<file path="config.mk">
export PLATFORM = sky130hd
export DESIGN_NAME = iot_filter_top
export DESIGN_NICKNAME = d
export VERILOG_FILES = /design/src/hdl/iot_filter_pkg.sv /design/src/hdl/iot_block_loader.sv /design/src/hdl/iot_crc3.sv /design/src/hdl/iot_extreme_tracker.sv /design/src/hdl/iot_csr.sv /design/src/hdl/iot_filter_top.sv
export VERILOG_INCLUDE_DIRS = /design/src /design/src/hdl
export SDC_FILE = /design/constraint.sdc
export NUM_CORES = 1
export LEC_CHECK = 0
export ABC_CLOCK_PERIOD_IN_PS = 10800
export BUFFER_PORTS_ARGS = -buffer_cell sky130_fd_sc_hd__clkbuf_2
export CAP_MARGIN = 20
export CORE_ASPECT_RATIO = 0.5
export CORE_MARGIN = 8
export CORE_UTILIZATION = 55
export DETAILED_ROUTE_END_ITERATION = 10
export GPL_ROUTABILITY_DRIVEN = 0
export PLACE_DENSITY = 0.75
export SETUP_SLACK_MARGIN = 0.4
export SLEW_MARGIN = 20
export SYNTH_ARGS = -nofsm -noshare
export SYNTH_HDL_FRONTEND = slang
export SYNTH_SLANG_ARGS = --single-unit
</file>
<file path="constraint.sdc">
create_clock -name clk -period 10.8 [get_ports clk]
set_input_delay 3.24 -clock clk [delete_from_list [all_inputs] [get_ports clk]]
set_output_delay 3.24 -clock clk [all_outputs]
set_load 0.1 [all_outputs]
</file>
<file path="src/hdl/iot_filter_cfg.svh">
`ifndef IOT_FILTER_CFG_SVH
`define IOT_FILTER_CFG_SVH

// block framing
`define IOT_BYTES_PER_BLOCK 16
`define IOT_BLOCKS_PER_GROUP 8

// generator x^3+x+1 without its top term
`define IOT_CRC_POLY 3'b011

// axi4-lite bus and register map
`define IOT_AXI_ADDR_W 4
`define IOT_AXI_DATA_W 32
`define IOT_REG_CTRL 4'h0
`define IOT_REG_STATUS 4'h4

`endif

</file>
<file path="src/hdl/iot_filter_pkg.sv">
`include "iot_filter_cfg.svh"

package iot_filter_pkg;

  typedef logic [7:0] iot_byte_t;
  typedef logic [8*`IOT_BYTES_PER_BLOCK-1:0] iot_block_t;
  typedef logic [2:0] iot_crc_t;
  typedef logic [15:0] iot_count_t;

  // one accepted byte with its block position flags
  typedef struct packed {
    iot_byte_t data;
    logic      first;
    logic      last;
  } iot_beat_t;

  // encoding 3 is idle, bytes are dropped there
  typedef enum logic [1:0] {
    FN_CRC      = 2'd0,
    FN_TOP2MAX  = 2'd1,
    FN_LAST2MIN = 2'd2,
    FN_IDLE     = 2'd3
  } iot_fn_e;

  typedef struct packed {
    logic [`IOT_AXI_ADDR_W-1:0]   awaddr;
    logic                         awvalid;
    logic [`IOT_AXI_DATA_W-1:0]   wdata;
    logic [`IOT_AXI_DATA_W/8-1:0] wstrb;
    logic                         wvalid;
    logic                         bready;
    logic [`IOT_AXI_ADDR_W-1:0]   araddr;
    logic                         arvalid;
    logic                         rready;
  } axil_req_t;

  typedef struct packed {
    logic                       awready;
    logic                       wready;
    logic [1:0]                 bresp;
    logic                       bvalid;
    logic                       arready;
    logic [`IOT_AXI_DATA_W-1:0] rdata;
    logic [1:0]                 rresp;
    logic                       rvalid;
  } axil_rsp_t;

  typedef enum logic [1:0] {
    COLLECT,
    EMIT_FIRST,
    EMIT_SECOND
  } iot_track_state_e;

endpackage

</file>
<file path="src/hdl/iot_block_loader.sv">
`timescale 1ns/1ps
`include "iot_filter_cfg.svh"

module iot_block_loader (
  input  logic                       clk,
  input  logic                       rst,
  input  logic                       i_restart,
  input  logic                       i_accept,
  input  iot_filter_pkg::iot_byte_t  i_byte,
  output iot_filter_pkg::iot_beat_t  o_beat,
  output logic                       o_block_valid,
  output iot_filter_pkg::iot_block_t o_block
);

  localparam int POS_W = $clog2(`IOT_BYTES_PER_BLOCK);
  localparam logic [POS_W-1:0] POS_LAST = POS_W'(`IOT_BYTES_PER_BLOCK - 1);
  localparam int BYTE_W = $bits(iot_filter_pkg::iot_byte_t);
  localparam int BLOCK_W = $bits(iot_filter_pkg::iot_block_t);

  logic [POS_W-1:0] pos_q;
  iot_filter_pkg::iot_block_t shift_q;

  // beat flags follow the current byte position
  assign o_beat.data  = i_byte;
  assign o_beat.first = (pos_q == '0);
  assign o_beat.last  = (pos_q == POS_LAST);
  assign o_block      = shift_q;

  always_ff @(posedge clk or posedge rst) begin
    if (rst) begin
      pos_q         <= '0;
      o_block_valid <= 1'b0;
    end else if (i_restart) begin
      pos_q         <= '0;
      o_block_valid <= 1'b0;
    end else begin
      o_block_valid <= i_accept && (pos_q == POS_LAST);
      if (i_accept) begin
        if (pos_q == POS_LAST) begin
          pos_q <= '0;
        end else begin
          pos_q <= pos_q + 1'b1;
        end
      end
    end
  end

  // bytes enter at the bottom so byte 0 ends up as the top byte
  always_ff @(posedge clk) begin
    if (i_accept) begin
      shift_q <= {shift_q[BLOCK_W-BYTE_W-1:0], i_byte};
    end
  end

endmodule

</file>
<file path="src/hdl/iot_crc3.sv">
`timescale 1ns/1ps
`include "iot_filter_cfg.svh"

module iot_crc3 (
  input  logic                      clk,
  input  logic                      rst,
  input  logic                      i_restart,
  input  logic                      i_beat_valid,
  input  iot_filter_pkg::iot_beat_t i_beat,
  output logic                      o_valid,
  output iot_filter_pkg::iot_crc_t  o_crc,
  input  logic                      i_ready
);

  iot_filter_pkg::iot_crc_t rem_q;
  iot_filter_pkg::iot_crc_t rem_start;
  iot_filter_pkg::iot_crc_t rem_next;

  // eight long-division steps, msb of the byte first
  function automatic iot_filter_pkg::iot_crc_t crc_byte(
    input iot_filter_pkg::iot_crc_t  rem_in,
    input iot_filter_pkg::iot_byte_t data
  );
    iot_filter_pkg::iot_crc_t rem;
    logic fb;
    rem = rem_in;
    for (int i = 7; i >= 0; i--) begin
      fb  = rem[2] ^ data[i];
      rem = {rem[1:0], 1'b0} ^ (fb ? `IOT_CRC_POLY : 3'b000);
    end
    return rem;
  endfunction

  // byte 0 of a block starts from a zero remainder
  assign rem_start = i_beat.first ? '0 : rem_q;
  assign rem_next  = crc_byte(rem_start, i_beat.data);

  always_ff @(posedge clk or posedge rst) begin
    if (rst) begin
      rem_q   <= '0;
      o_valid <= 1'b0;
    end else if (i_restart) begin
      rem_q   <= '0;
      o_valid <= 1'b0;
    end else begin
      if (i_beat_valid) begin
        rem_q <= rem_next;
      end
      if (i_beat_valid && i_beat.last) begin
        o_valid <= 1'b1;
      end else if (i_ready) begin
        o_valid <= 1'b0;
      end
    end
  end

  // result stays put until the sink takes it
  always_ff @(posedge clk) begin
    if (i_beat_valid && i_beat.last) begin
      o_crc <= rem_next;
    end
  end

endmodule

</file>
<file path="src/hdl/iot_extreme_tracker.sv">
`timescale 1ns/1ps
`include "iot_filter_cfg.svh"

module iot_extreme_tracker (
  input  logic                       clk,
  input  logic                       rst,
  input  logic                       i_restart,
  input  iot_filter_pkg::iot_fn_e    i_fn,
  input  logic                       i_block_valid,
  input  iot_filter_pkg::iot_block_t i_block,
  output logic                       o_valid,
  output iot_filter_pkg::iot_block_t o_result,
  input  logic                       i_ready
);

  localparam int GRP_W = $clog2(`IOT_BLOCKS_PER_GROUP);
  localparam logic [GRP_W-1:0] GRP_LAST = GRP_W'(`IOT_BLOCKS_PER_GROUP - 1);

  iot_filter_pkg::iot_track_state_e state_q;
  logic [GRP_W-1:0] grp_cnt_q;
  iot_filter_pkg::iot_block_t best_q;
  iot_filter_pkg::iot_block_t second_q;
  logic is_max;
  logic beats_best;
  logic beats_second;

  assign is_max = (i_fn == iot_filter_pkg::FN_TOP2MAX);

  // strict compare, ties keep the older block
  assign beats_best   = is_max ? (i_block > best_q) : (i_block < best_q);
  assign beats_second = is_max ? (i_block > second_q) : (i_block < second_q);

  assign o_valid  = (state_q != iot_filter_pkg::COLLECT);
  assign o_result = (state_q == iot_filter_pkg::EMIT_SECOND) ? second_q : best_q;

  always_ff @(posedge clk or posedge rst) begin
    if (rst) begin
      state_q   <= iot_filter_pkg::COLLECT;
      grp_cnt_q <= '0;
    end else if (i_restart) begin
      state_q   <= iot_filter_pkg::COLLECT;
      grp_cnt_q <= '0;
    end else begin
      case (state_q)
        iot_filter_pkg::COLLECT: begin
          if (i_block_valid) begin
            if (grp_cnt_q == GRP_LAST) begin
              grp_cnt_q <= '0;
              state_q   <= iot_filter_pkg::EMIT_FIRST;
            end else begin
              grp_cnt_q <= grp_cnt_q + 1'b1;
            end
          end
        end
        iot_filter_pkg::EMIT_FIRST: begin
          if (i_ready) begin
            state_q <= iot_filter_pkg::EMIT_SECOND;
          end
        end
        iot_filter_pkg::EMIT_SECOND: begin
          if (i_ready) begin
            state_q <= iot_filter_pkg::COLLECT;
          end
        end
        default: state_q <= iot_filter_pkg::COLLECT;
      endcase
    end
  end

  // ranking registers, only touched while collecting
  always_ff @(posedge clk) begin
    if (i_block_valid && (state_q == iot_filter_pkg::COLLECT)) begin
      if (grp_cnt_q == '0) begin
        best_q   <= i_block;
        second_q <= is_max ? '0 : '1;
      end else if (beats_best) begin
        best_q   <= i_block;
        second_q <= best_q;
      end else if (beats_second) begin
        second_q <= i_block;
      end
    end
  end

endmodule

</file>
<file path="src/hdl/iot_csr.sv">
`timescale 1ns/1ps
`include "iot_filter_cfg.svh"

module iot_csr (
  input  logic                      clk,
  input  logic                      rst,
  input  iot_filter_pkg::axil_req_t i_axil,
  output iot_filter_pkg::axil_rsp_t o_axil,
  input  logic                      i_result_done,
  input  logic                      i_busy,
  output iot_filter_pkg::iot_fn_e   o_fn,
  output logic                      o_restart
);

  localparam int DATA_W = `IOT_AXI_DATA_W;
  localparam logic [1:0] RESP_OKAY = 2'b00;

  iot_filter_pkg::iot_fn_e    fn_q;
  iot_filter_pkg::iot_count_t count_q;
  logic                       bvalid_q;
  logic                       rvalid_q;
  logic [DATA_W-1:0]          rdata_q;
  logic [DATA_W-1:0]          rd_mux;
  logic                       wr_hs;
  logic                       rd_hs;
  logic                       ctrl_wr;

  // address and data are taken together once no response is outstanding
  assign wr_hs = i_axil.awvalid && i_axil.wvalid && !bvalid_q;
  assign rd_hs = i_axil.arvalid && !rvalid_q;

  // fn sits in the low byte lane
  assign ctrl_wr = wr_hs && (i_axil.awaddr == `IOT_REG_CTRL) && i_axil.wstrb[0];

  assign o_restart = ctrl_wr;
  assign o_fn      = fn_q;

  always_comb begin
    o_axil         = '0;
    o_axil.awready = wr_hs;
    o_axil.wready  = wr_hs;
    o_axil.bresp   = RESP_OKAY;
    o_axil.bvalid  = bvalid_q;
    o_axil.arready = rd_hs;
    o_axil.rdata   = rdata_q;
    o_axil.rresp   = RESP_OKAY;
    o_axil.rvalid  = rvalid_q;
  end

  // read decode, unmapped addresses return zero
  always_comb begin
    rd_mux = '0;
    case (i_axil.araddr)
      `IOT_REG_CTRL: begin
        rd_mux[1:0] = fn_q;
      end
      `IOT_REG_STATUS: begin
        rd_mux[15:0] = count_q;
        rd_mux[16]   = i_busy;
      end
      default: begin
        rd_mux = '0;
      end
    endcase
  end

  always_ff @(posedge clk or posedge rst) begin
    if (rst) begin
      fn_q     <= iot_filter_pkg::FN_IDLE;
      count_q  <= '0;
      bvalid_q <= 1'b0;
      rvalid_q <= 1'b0;
    end else begin
      if (wr_hs) begin
        bvalid_q <= 1'b1;
      end else if (i_axil.bready) begin
        bvalid_q <= 1'b0;
      end

      if (rd_hs) begin
        rvalid_q <= 1'b1;
      end else if (i_axil.rready) begin
        rvalid_q <= 1'b0;
      end

      // new function restarts the result count
      if (ctrl_wr) begin
        fn_q    <= iot_filter_pkg::iot_fn_e'(i_axil.wdata[1:0]);
        count_q <= '0;
      end else if (i_result_done) begin
        count_q <= count_q + 1'b1;
      end
    end
  end

  always_ff @(posedge clk) begin
    if (rd_hs) begin
      rdata_q <= rd_mux;
    end
  end

endmodule

</file>
<file path="src/hdl/iot_filter_top.sv">
`timescale 1ns/1ps

module iot_filter_top (
  input  logic                       clk,
  input  logic                       rst,
  input  iot_filter_pkg::axil_req_t  i_axil,
  output iot_filter_pkg::axil_rsp_t  o_axil,
  input  logic                       i_in_en,
  input  iot_filter_pkg::iot_byte_t  i_iot_in,
  output logic                       o_busy,
  output logic                       o_valid,
  output iot_filter_pkg::iot_block_t o_result,
  input  logic                       i_ready
);

  localparam int PAD_W = $bits(iot_filter_pkg::iot_block_t) - $bits(iot_filter_pkg::iot_crc_t);

  iot_filter_pkg::iot_fn_e    fn;
  iot_filter_pkg::iot_beat_t  beat;
  iot_filter_pkg::iot_block_t block;
  iot_filter_pkg::iot_crc_t   crc;
  iot_filter_pkg::iot_block_t trk_result;
  logic restart;
  logic accept;
  logic is_crc;
  logic is_ext;
  logic block_valid;
  logic crc_valid;
  logic trk_valid;
  logic result_done;

  assign is_crc = (fn == iot_filter_pkg::FN_CRC);
  assign is_ext = (fn == iot_filter_pkg::FN_TOP2MAX) || (fn == iot_filter_pkg::FN_LAST2MIN);

  // bytes move only with a function selected and no result waiting
  assign accept = i_in_en && !o_busy && (is_crc || is_ext);

  // result mux, idle never presents anything
  assign o_valid  = (is_crc && crc_valid) || (is_ext && trk_valid);
  assign o_result = is_crc ? {{PAD_W{1'b0}}, crc} : trk_result;
  assign o_busy   = o_valid;

  assign result_done = o_valid && i_ready;

  iot_csr u_csr (
    .clk           (clk),
    .rst           (rst),
    .i_axil        (i_axil),
    .o_axil        (o_axil),
    .i_result_done (result_done),
    .i_busy        (o_busy),
    .o_fn          (fn),
    .o_restart     (restart)
  );

  iot_block_loader u_loader (
    .clk           (clk),
    .rst           (rst),
    .i_restart     (restart),
    .i_accept      (accept),
    .i_byte        (i_iot_in),
    .o_beat        (beat),
    .o_block_valid (block_valid),
    .o_block       (block)
  );

  iot_crc3 u_crc (
    .clk          (clk),
    .rst          (rst),
    .i_restart    (restart),
    .i_beat_valid (accept && is_crc),
    .i_beat       (beat),
    .o_valid      (crc_valid),
    .o_crc        (crc),
    .i_ready      (i_ready && is_crc)
  );

  iot_extreme_tracker u_tracker (
    .clk           (clk),
    .rst           (rst),
    .i_restart     (restart),
    .i_fn          (fn),
    .i_block_valid (block_valid && is_ext),
    .i_block       (block),
    .o_valid       (trk_valid),
    .o_result      (trk_result),
    .i_ready       (i_ready && is_ext)
  );

endmodule

</file>
# [After elaboration in Yosys (flattened, before gate mapping)]
# Index checks and enable logic that the tools add are counted.
[totals] ff_bits=438 input_bits=61 output_inout_bits=171 elab_cells=139
[classes] n_addsub=3 n_lt_le_gt_ge=4 eq_ne=11 muxes=45 bitwise=16 reduce_logical=44
[ops] cell="$mux 128" count=8
[ops] cell="$gt 128x128->1" count=2
[ops] cell="$lt 128x128->1" count=2
[ops] cell="$mux 16" count=2
[ops] cell="$mux 2" count=13
[ops] cell="$xor 3x3->3" count=8
[ops] cell="$mux 3" count=7
[ops] cell="$reduce_bool 2->1" count=9
[ops] cell="$logic_and 1x1->1" count=17
[ops] cell="$add 16x1->16 const B" count=1
[ops] cell="$logic_not 4->1" count=3
[ops] cell="$mux 4" count=3
[ops] cell="$ne 3x2->1 const B" count=4
[ops] cell="$mux 1" count=10
[ops] cell="$xor 1x1->1" count=8
[ops] cell="$pmux 2 s3" count=1
[ops] cell="$reduce_and 2->1" count=3
[ops] cell="$reduce_bool 3->1" count=2
[ops] cell="$add 4x1->4 const B" count=1
[ops] cell="$eq 2x1->1 const B" count=2
[ops] cell="$eq 2x2->1 const B" count=2
[ops] cell="$eq 4x3->1 const B" count=1
[ops] cell="$eq 4x4->1 const B" count=1
[ops] cell="$logic_not 2->1" count=2
[ops] cell="other kinds (7)" count=11

# [Longest topological paths before layout]
# Gate-level depths: netlist (run 1).
[logic_depth] depth_word=28 depth_mapped=15

# [By module]
# Synthesis (run 1) repeated with hierarchy kept, for this count alone.
[unflattened] hier_cells=2197 hier_area_um2=24950.2
[by_module_without_submodules] mod="iot_extreme_tracker" n_inst=1 cells_each=1684 area_each_um2=17578.1 seq_area_each_um2=7812.5
[by_module_without_submodules] mod="iot_block_loader" n_inst=1 cells_each=163 area_each_um2=4162.7 seq_area_each_um2=3968.8
[by_module_without_submodules] mod="iot_csr" n_inst=1 cells_each=159 area_each_um2=1815.5 seq_area_each_um2=1013.5
[by_module_without_submodules] mod="iot_filter_top" n_inst=1 cells_each=156 area_each_um2=988.4 seq_area_each_um2=0.0
[by_module_without_submodules] mod="iot_crc3" n_inst=1 cells_each=35 area_each_um2=405.4 seq_area_each_um2=190.2

# [Worst setup path before layout (run 1)]
# Ideal clock, no wire load.
[synth_timing] path_kind="reg2reg" start="register u_loader.shift_q[41], in the netlist u_loader.o_block[41]" end="register u_tracker.second_q[0], enable pin" arrival_time_ns=8.908 t_required_ns=10.143 slack_ns=1.235 path_stages_with_launch=13 path_cell_list="edfxtp_1 -> ha_1 -> a21o_1 -> nand3_1 -> a21oi_1 -> o31a_1 -> nor4_2 -> a21boi_1 -> o21ai_1 -> clkbuf_1 -> buf_2 -> o31ai_1 -> a21oi_1"
[synth_via] elab_chain_cells=4
[synth_rtl] item="start: declaration" line_no="iot_block_loader.sv:21" source="iot_filter_pkg::iot_block_t shift_q;"
[synth_rtl] item="start signal: assignment" line_no="iot_block_loader.sv:51" source="shift_q <= {shift_q[BLOCK_W-BYTE_W-1:0], i_byte};"
[synth_rtl] item="$lt 128x128->1 (tied with other cells)" line_no="iot_extreme_tracker.sv:31" source="assign beats_second = is_max ? (i_block > second_q) : (i_block < second_q);"
[synth_rtl] item="$mux 1, on equally long branches" line_no="iot_extreme_tracker.sv:31, iot_extreme_tracker.sv:30"
[synth_rtl] item="$reduce_bool 3->1 (no source line) (*)"
[synth_rtl] item="$reduce_and 2->1 (no source line) (*)"
[synth_rtl] item="end signal: assignment" line_no="iot_extreme_tracker.sv:75" source="second_q <= is_max ? '0 : '1;"
[synth_rtl] item="end signal: assignment" line_no="iot_extreme_tracker.sv:78" source="second_q <= best_q;"
[synth_rtl] item="end signal: assignment" line_no="iot_extreme_tracker.sv:80" source="second_q <= i_block;"
[synth_rtl] item="end: declaration" line_no="iot_extreme_tracker.sv:22" source="iot_filter_pkg::iot_block_t second_q;"
# Every way passes the cells marked *; elsewhere a longest branch is shown, timed or not.
# A chain may end at the register's enable or synchronous reset.

==> results of run 1 <==
==> where the power goes <==
part / total (W) / internal (W) / switching [W]
Clock: 0.00144 / 0.000791 / 0.000654
Combinational: 0.000947 / 0.000287 / 0.000660
Sequential: 0.00211 / 0.00199 / 0.000114
Total: 0.00450 / 0.00307 / 0.00143
==> kinds of logic after synthesis <==
| family | after synthesis | share of synthesized area, % |
|---|---|---|
| muxes | 32 | 1.24 |
| xor gates and xnor gates | 28 | 0.948 |
| AOI/OAI and AO/OA | 598 | 15.4 |
| and+or+nand+nor | 709 | 12.6 |
| DFF | 438 | 50.2 |
| buffers and inverters | 432 | 6.89 |
| adders and majority gates | 265 | 12.8 |
| other | 1 | 0.0145 |
==> cells in the mapped netlist, types with 3 or more instances <==
| cell | count | area share (%) |
|---|---|---|
| edfxtp_1 | 404 | 47 |
| nand2_1 | 328 | 4.8 |
| inv_1 | 269 | 3.9 |
| ha_1 | 265 | 13 |
| a21oi_1 | 234 | 4.5 |
| nor3_1 | 163 | 3.2 |
| o21ai_0 | 148 | 2.9 |
| clkbuf_1 | 107 | 1.6 |
| nor2_1 | 61 | 0.88 |
| o221a_2 | 55 | 2.4 |
| nand4_1 | 54 | 1.3 |
| o221a_1 | 50 | 2.2 |
| dfrtp_1 | 32 | 3.1 |
| nand3_1 | 32 | 0.62 |
| mux2i_1 | 31 | 1.2 |
| a21o_1 | 28 | 0.81 |
| buf_4 | 25 | 0.73 |
| o32ai_1 | 23 | 0.78 |
| buf_2 | 18 | 0.35 |
| and2_1 | 16 | 0.39 |
| nor4_1 | 15 | 0.36 |
| xnor2_1 | 14 | 0.47 |
| xor2_1 | 14 | 0.47 |
| and3_1 | 9 | 0.22 |
| nor2b_1 | 9 | 0.22 |
| a211oi_1 | 8 | 0.23 |
| buf_1 | 7 | 0.10 |
| o21ai_1 | 7 | 0.14 |
| a221oi_1 | 6 | 0.20 |
| buf_6 | 6 | 0.26 |
| nand2b_1 | 6 | 0.15 |
| o211ai_1 | 4 | 0.12 |
| o31ai_1 | 4 | 0.12 |
| a2111oi_0 | 3 | 0.10 |
| a21boi_0 | 3 | 0.087 |
| and4_1 | 3 | 0.10 |
| nor3b_1 | 3 | 0.087 |
| nor4_2 | 3 | 0.15 |
==> per-layer routing <==
| metal | track usage [%] | vias up | wire length (um) |
|---|---|---|---|
| met5 | 0 | - | 0 |
| met4 | 7.96 | 0 | 2040 |
| met3 | 3.70 | 138 | 5840 |
| met2 | 42.5 | 920 | 33800 |
| met1 | 32.7 | 9826 | 28300 |
| li1 | - | 9329 | - |
==> sequential cells by signal (all words and copies together) (netlist names) <==
register and count:
u_loader.o_block 128, u_tracker.best_q 128, u_tracker.second_q 128, u_csr.rdata_q 17, u_csr.count_q 16, u_loader.pos_q 4, u_crc.o_crc 3, u_crc.rem_q 3
u_tracker.grp_cnt_q 3, u_csr.o_fn 2, u_tracker.state_q 2, u_crc.o_valid 1, u_csr.bvalid_q 1, u_csr.rvalid_q 1, u_loader.o_block_valid 1
==> final cells by class <==
| class | instances | share of cell area, % |
|---|---|---|
| inverters | 269 | 3.55 |
| clock buffers | 54 | 4.00 |
| multi-input cells | 1651 | 39.7 |
| repair buffers | 204 | 3.81 |
| flip-flops and latches | 438 | 45.7 |
| well taps | 638 | 2.81 |
| clock inverters | 21 | 0.523 |
==> final timing paths <==
kind                                       start                    to  slack (ns)  cells past startpoint
hold reg to reg                   u_csr.rvalid_q        u_csr.rvalid_q        0.49                      1
setup reg to reg           u_loader.o_block[125]  u_tracker.best_q[32]        4.08                     12
max in group asynchronous                    rst         u_csr.o_fn[0]        7.69                      3
setup / recovery                       i_axil[1]            o_axil[35]        3.32                      4
hold / removal                    u_csr.rvalid_q        u_csr.rvalid_q        0.49                      1
min in group asynchronous                    rst        u_csr.rvalid_q        2.76                      3
==> worst max-delay path, stage by stage <==
cell and delay [ns]:
clkbuf_2 0.08, nor2b_1 0.13, buf_4 0.27, clkbuf_2 0.51
==> stage by stage <==
stage / hold slack (ns) / instance area [um^2] / total power, W / worst slack, ns
finish: 0.493 / 28400 / 0.00450 / 3.32
global route: 0.525 / 28400 / 0.00467 / 3.28
CTS: 0.501 / 28400 / 0.00451 / 3.31
detailed placement: 0.490 / 27200 / 0.00308 / 3.31
global placement: 0.485 / 27200 / 0.00305 / 3.33
floorplan: 0.463 / 25900 / 0.00286 / 1.23
==> results.ini, run 1 <==
[status]
outcome = finished clean

[layout]
seq_area_um2 = 13000
multi_input_area_um2 = 11300
diodes = 0
fin_nets = 2931
drive_above_1_share_pct = 12.8
final_util_pct = 61.0
fillCellCount = 3850
syn_to_final_growth_pct = 9.90
fin_cells = 3275
final_common_cell = edfxtp_1
final_cell_mix = edfxtp_1, nand2_1, inv_1, ha_1, a21oi_1

[placement]
io_buffers = 179
dp_cells = 3200
dpl.hpwl_um = 43200

[critical_path]
required_ns = 7.56
critPathLaunchType = primary input
cp.arrival_ns = 4.24
criticalPathCategory = primary input to output port
worstSetupEndpointType = output port
critPathMaxFanout = 18

[yosys]
synth_seq_area_share_pct = 50.2
netlist_instances = 2503
ys_ff_latch = 438
yosysWarnings = 0
synth-edff-count = 404
async_reset_ff_share_pct = 7.76
synth_flop_cell = edfxtp_1
ys_types = 68
netlist_area_um2 = 25900
syn_area_per_cell_um2 = 10.3

[route]
drtIter0Drc = 2110
wl_per_cell_um = 21.4
vias = 20200
drtAntennaViolNets = 0
viasPerCell = 6.17
drc_errors = 0
drtPass1Iterations = 6
routed_wl_um = 70000

[clock_tree]
cts_tree = done
postCtsSetupRepairBufs = 0
clock_latency_ns = 0.56
path_clk_slew_ns = 0.07
cts_hold_buf = 0
cts_resized = 0
cts_made_buffers = 41
cts_buffer_depth = 3
clock_sinks = 438
htreeDepth = 2
cts-root-buf = clkbuf_16

[sta]
fin_crit_ns = 7.48
fin_skew_ns = 0.0229
tns_ns = 0
drv_slew = 0
rsz0062_at_grt = no
setup_viol = 0
max_freq_mhz = 134
worstMarginPinSlew_ns = 1.16
finalHoldViolations = 0
slew_headroom_pct = 22.6
post-route-period-util_pct = 69.2

[die]
die_area_um2 = 54700
rows = 56
die_w_um = 323
start_util_pct = 55.5
die_y_um = 169
core_um2 = 46700
pin_count = 232

[grt]
grt_max_degree = 85
grt_pass1_wl_um = 110000
grt_pass1_vias = 20200
grt_usage_pct = 24.9
gr-total-overflow = 0
antenna_found_initial = 0

[pwr]
p_leak_nw = 11.9
cellPowerDensity_nw_per_um2 = 158
ir_worst_vdd_mv = 0.135

[run]
cap_violations = 0

[worst_hold_path]
hold_class = register to register

No activity file was read; power rests on OpenSTA's default activity.
==> run 2: changes to the inputs <==
--- a/config.mk
+++ b/config.mk
@@ -6,7 +6,7 @@
 export SDC_FILE = /design/constraint.sdc
 export NUM_CORES = 1
 export LEC_CHECK = 0
-export ABC_CLOCK_PERIOD_IN_PS = 10800
+export ABC_CLOCK_PERIOD_IN_PS = 6300
 export BUFFER_PORTS_ARGS = -buffer_cell sky130_fd_sc_hd__clkbuf_2
 export CAP_MARGIN = 20
 export CORE_ASPECT_RATIO = 0.5
@@ -14,7 +14,7 @@
 export CORE_UTILIZATION = 55
 export DETAILED_ROUTE_END_ITERATION = 10
 export GPL_ROUTABILITY_DRIVEN = 0
-export PLACE_DENSITY = 0.75
+export PLACE_DENSITY = 0.78
 export SETUP_SLACK_MARGIN = 0.4
 export SLEW_MARGIN = 20
 export SYNTH_ARGS = -nofsm -noshare
==> constraint.sdc (replaced) <==
create_clock -name clk -period 6.3 [get_ports clk]
set_input_delay 1.89 -clock clk [delete_from_list [all_inputs] [get_ports clk]]
set_output_delay 1.89 -clock clk [all_outputs]
set_load 0.1 [all_outputs]
==> run 2 against run 1 <==
  * Via count is 1.4% higher
  * Combinational power rose by 73%
  * Sequential power increased by 71%
  * Clock power increased by 75%
  * Count of clock-buffer cells in the layout stayed put
  * Non-clock buffer count rose by 5
  * Register-to-register slack lost 2.8 ns
  * Final cell count about the same
  * Critical path type is now register to output port
  * Largest cell class unchanged
  * Largest power group unchanged
  * Highest routed layer is now met5
==> results.ini, run 2 (synthesis gave the netlist of run 1 again) <==
[pwr]
power_switching_share_pct = 31.8
ir_worst_vdd_mv = 0.208
power_w = 0.00777
p_leak_nw = 11.9
share_comb_of_total_power_pct = 21.1
seqPwrFrac_pct = 46.4
clockPowerShare_pct = 32.5
switchingPower_w = 0.00247
cellPowerDensity_nw_per_um2 = 272
intPower_w = 0.00530

[critical_path]
worstSetupEndpointType = output port
critPathMaxFanout = 48
critPathLaunchType = register
criticalPathCategory = register to output port
required_ns = 4.41
cp.arrival_ns = 3.22

[grt]
grt_pass1_vias = 20400
grt_pass1_wl_um = 110000
gr-total-overflow = 0
grt_usage_pct = 24.8
antenna_found_initial = 1
grt_max_degree = 111

[sta]
setup_viol = 0
max_freq_mhz = 196
tns_ns = 0
finalHoldViolations = 0
fin_crit_ns = 5.11
drv_slew = 0
worstMarginPinSlew_ns = 1.09
fin_skew_ns = 0.0157
setup_ws_ns = 1.19
slew_headroom_pct = 27.2
rsz0062_at_grt = no
post-route-period-util_pct = 81.0

[layout]
fin_nets = 2937
drive_above_1_share_pct = 13.1
fin_area_um2 = 28600
diodes = 0
final_cell_mix = edfxtp_1, nand2_1, inv_1, ha_1, a21oi_1
syn_to_final_growth_pct = 10.5
final_common_cell = edfxtp_1

[worst_hold_path]
hold_class = register to register

[clock_tree]
path_clk_slew_ns = 0.07
cts_buffer_depth = 3
cts_made_buffers = 42
clock_sinks = 438
postCtsSetupRepairBufs = 0
cts_resized = 0
cts_tree = done
htreeDepth = 2
cts-root-buf = clkbuf_16
clock_latency_ns = 0.56
cts_hold_buf = 0

[placement]
dp_slack_ns = 1.43
dpl.hpwl_um = 43500
placed_cell_area_um2 = 27300
io_buffers = 179

[route]
drc_errors = 0
routed_wl_um = 69800
drtPass1Iterations = 6
vias = 20500
drtAntennaViolNets = 0
drtIter0Drc = 1829
viasPerCell = 6.25
wl_per_cell_um = 21.3

[die]
die_y_um = 169
pin_count = 232
core_um2 = 46700
die_w_um = 323
die_area_um2 = 54700
start_util_pct = 55.5
rows = 56

[run]
cap_violations = 0

[status]
outcome = finished clean

run 2: cell count changes in the layout (fill, tap and decap cells not counted), sizes merged:
cell | previous run | this run
clkinv | 18 | 14
buf | 25 | 30
clkinvlp | 0 | 2
run 2: worst max-delay path, cell delays in order (launching register included):
cell and delay [ns]:
dfrtp_1 0.50, nand2b_4 0.69, buf_4 0.48, nand2_1 0.10, a21oi_1 0.34, clkbuf_2 0.53
run 2: final timing paths:
| kind | startpoint | to | slack [ns] | cells past startpoint |
|---|---|---|---|---|
| max in group asynchronous | rst | u_csr.o_fn[0] | 4.54 | 3 |
| worst min register to register | u_csr.rvalid_q | u_csr.rvalid_q | 0.50 | 1 |
| worst min-delay path | u_csr.rvalid_q | u_csr.rvalid_q | 0.50 | 1 |
| min in group asynchronous | rst | u_csr.bvalid_q | 1.40 | 3 |
| worst max-delay path | u_tracker.state_q[0] | o_result[21] | 1.19 | 5 |
| worst max register to register | u_loader.o_block[31] | u_tracker.best_q[31] | 1.32 | 10 |
run 2: power by group through the flow:
stage	sequential, W	clock (W)	combinational, W
3_5_place_dp	0.00367	0	0.00162
5_1_grt	0.00363	0.00267	0.00176
4_1_cts	0.00361	0.00254	0.00163
3_3_place_gp	0.00366	0	0.00157
2_1_floorplan	0.00365	0	0.00125
6_report	0.00361	0.00252	0.00164
run 2: metal layers:
layer | wire, um | vias up | track usage (%)
met4 | 2620 | 2 | 10.3
met1 | 27400 | 9908 | 31.4
met3 | 5960 | 185 | 4.30
met5 | 13 | - | 0
met2 | 33800 | 1047 | 42.2
li1 | - | 9347 | -
run 2: cell type report:
class                   instances  area [um^2]
well taps                     638          798
multi-input cells            1651        11300
repair buffers                209         1210
clock inverters                19          148
clock buffers                  54         1160
fillers                      3766        18100
flip-flops and latches        438        13000
inverters                     269         1010
run 2: per-stage QoR:
step / hold WS, ns / cells / util [%]
6_report: 0.500 / 3278 / 61.3
3_3_place_gp: 0.482 / 3205 / 58.5
3_5_place_dp: 0.494 / 3205 / 58.5
2_1_floorplan: 0.463 / 2521 / -
5_1_grt: 0.533 / 3278 / 61.3
4_1_cts: 0.504 / 3278 / 61.3
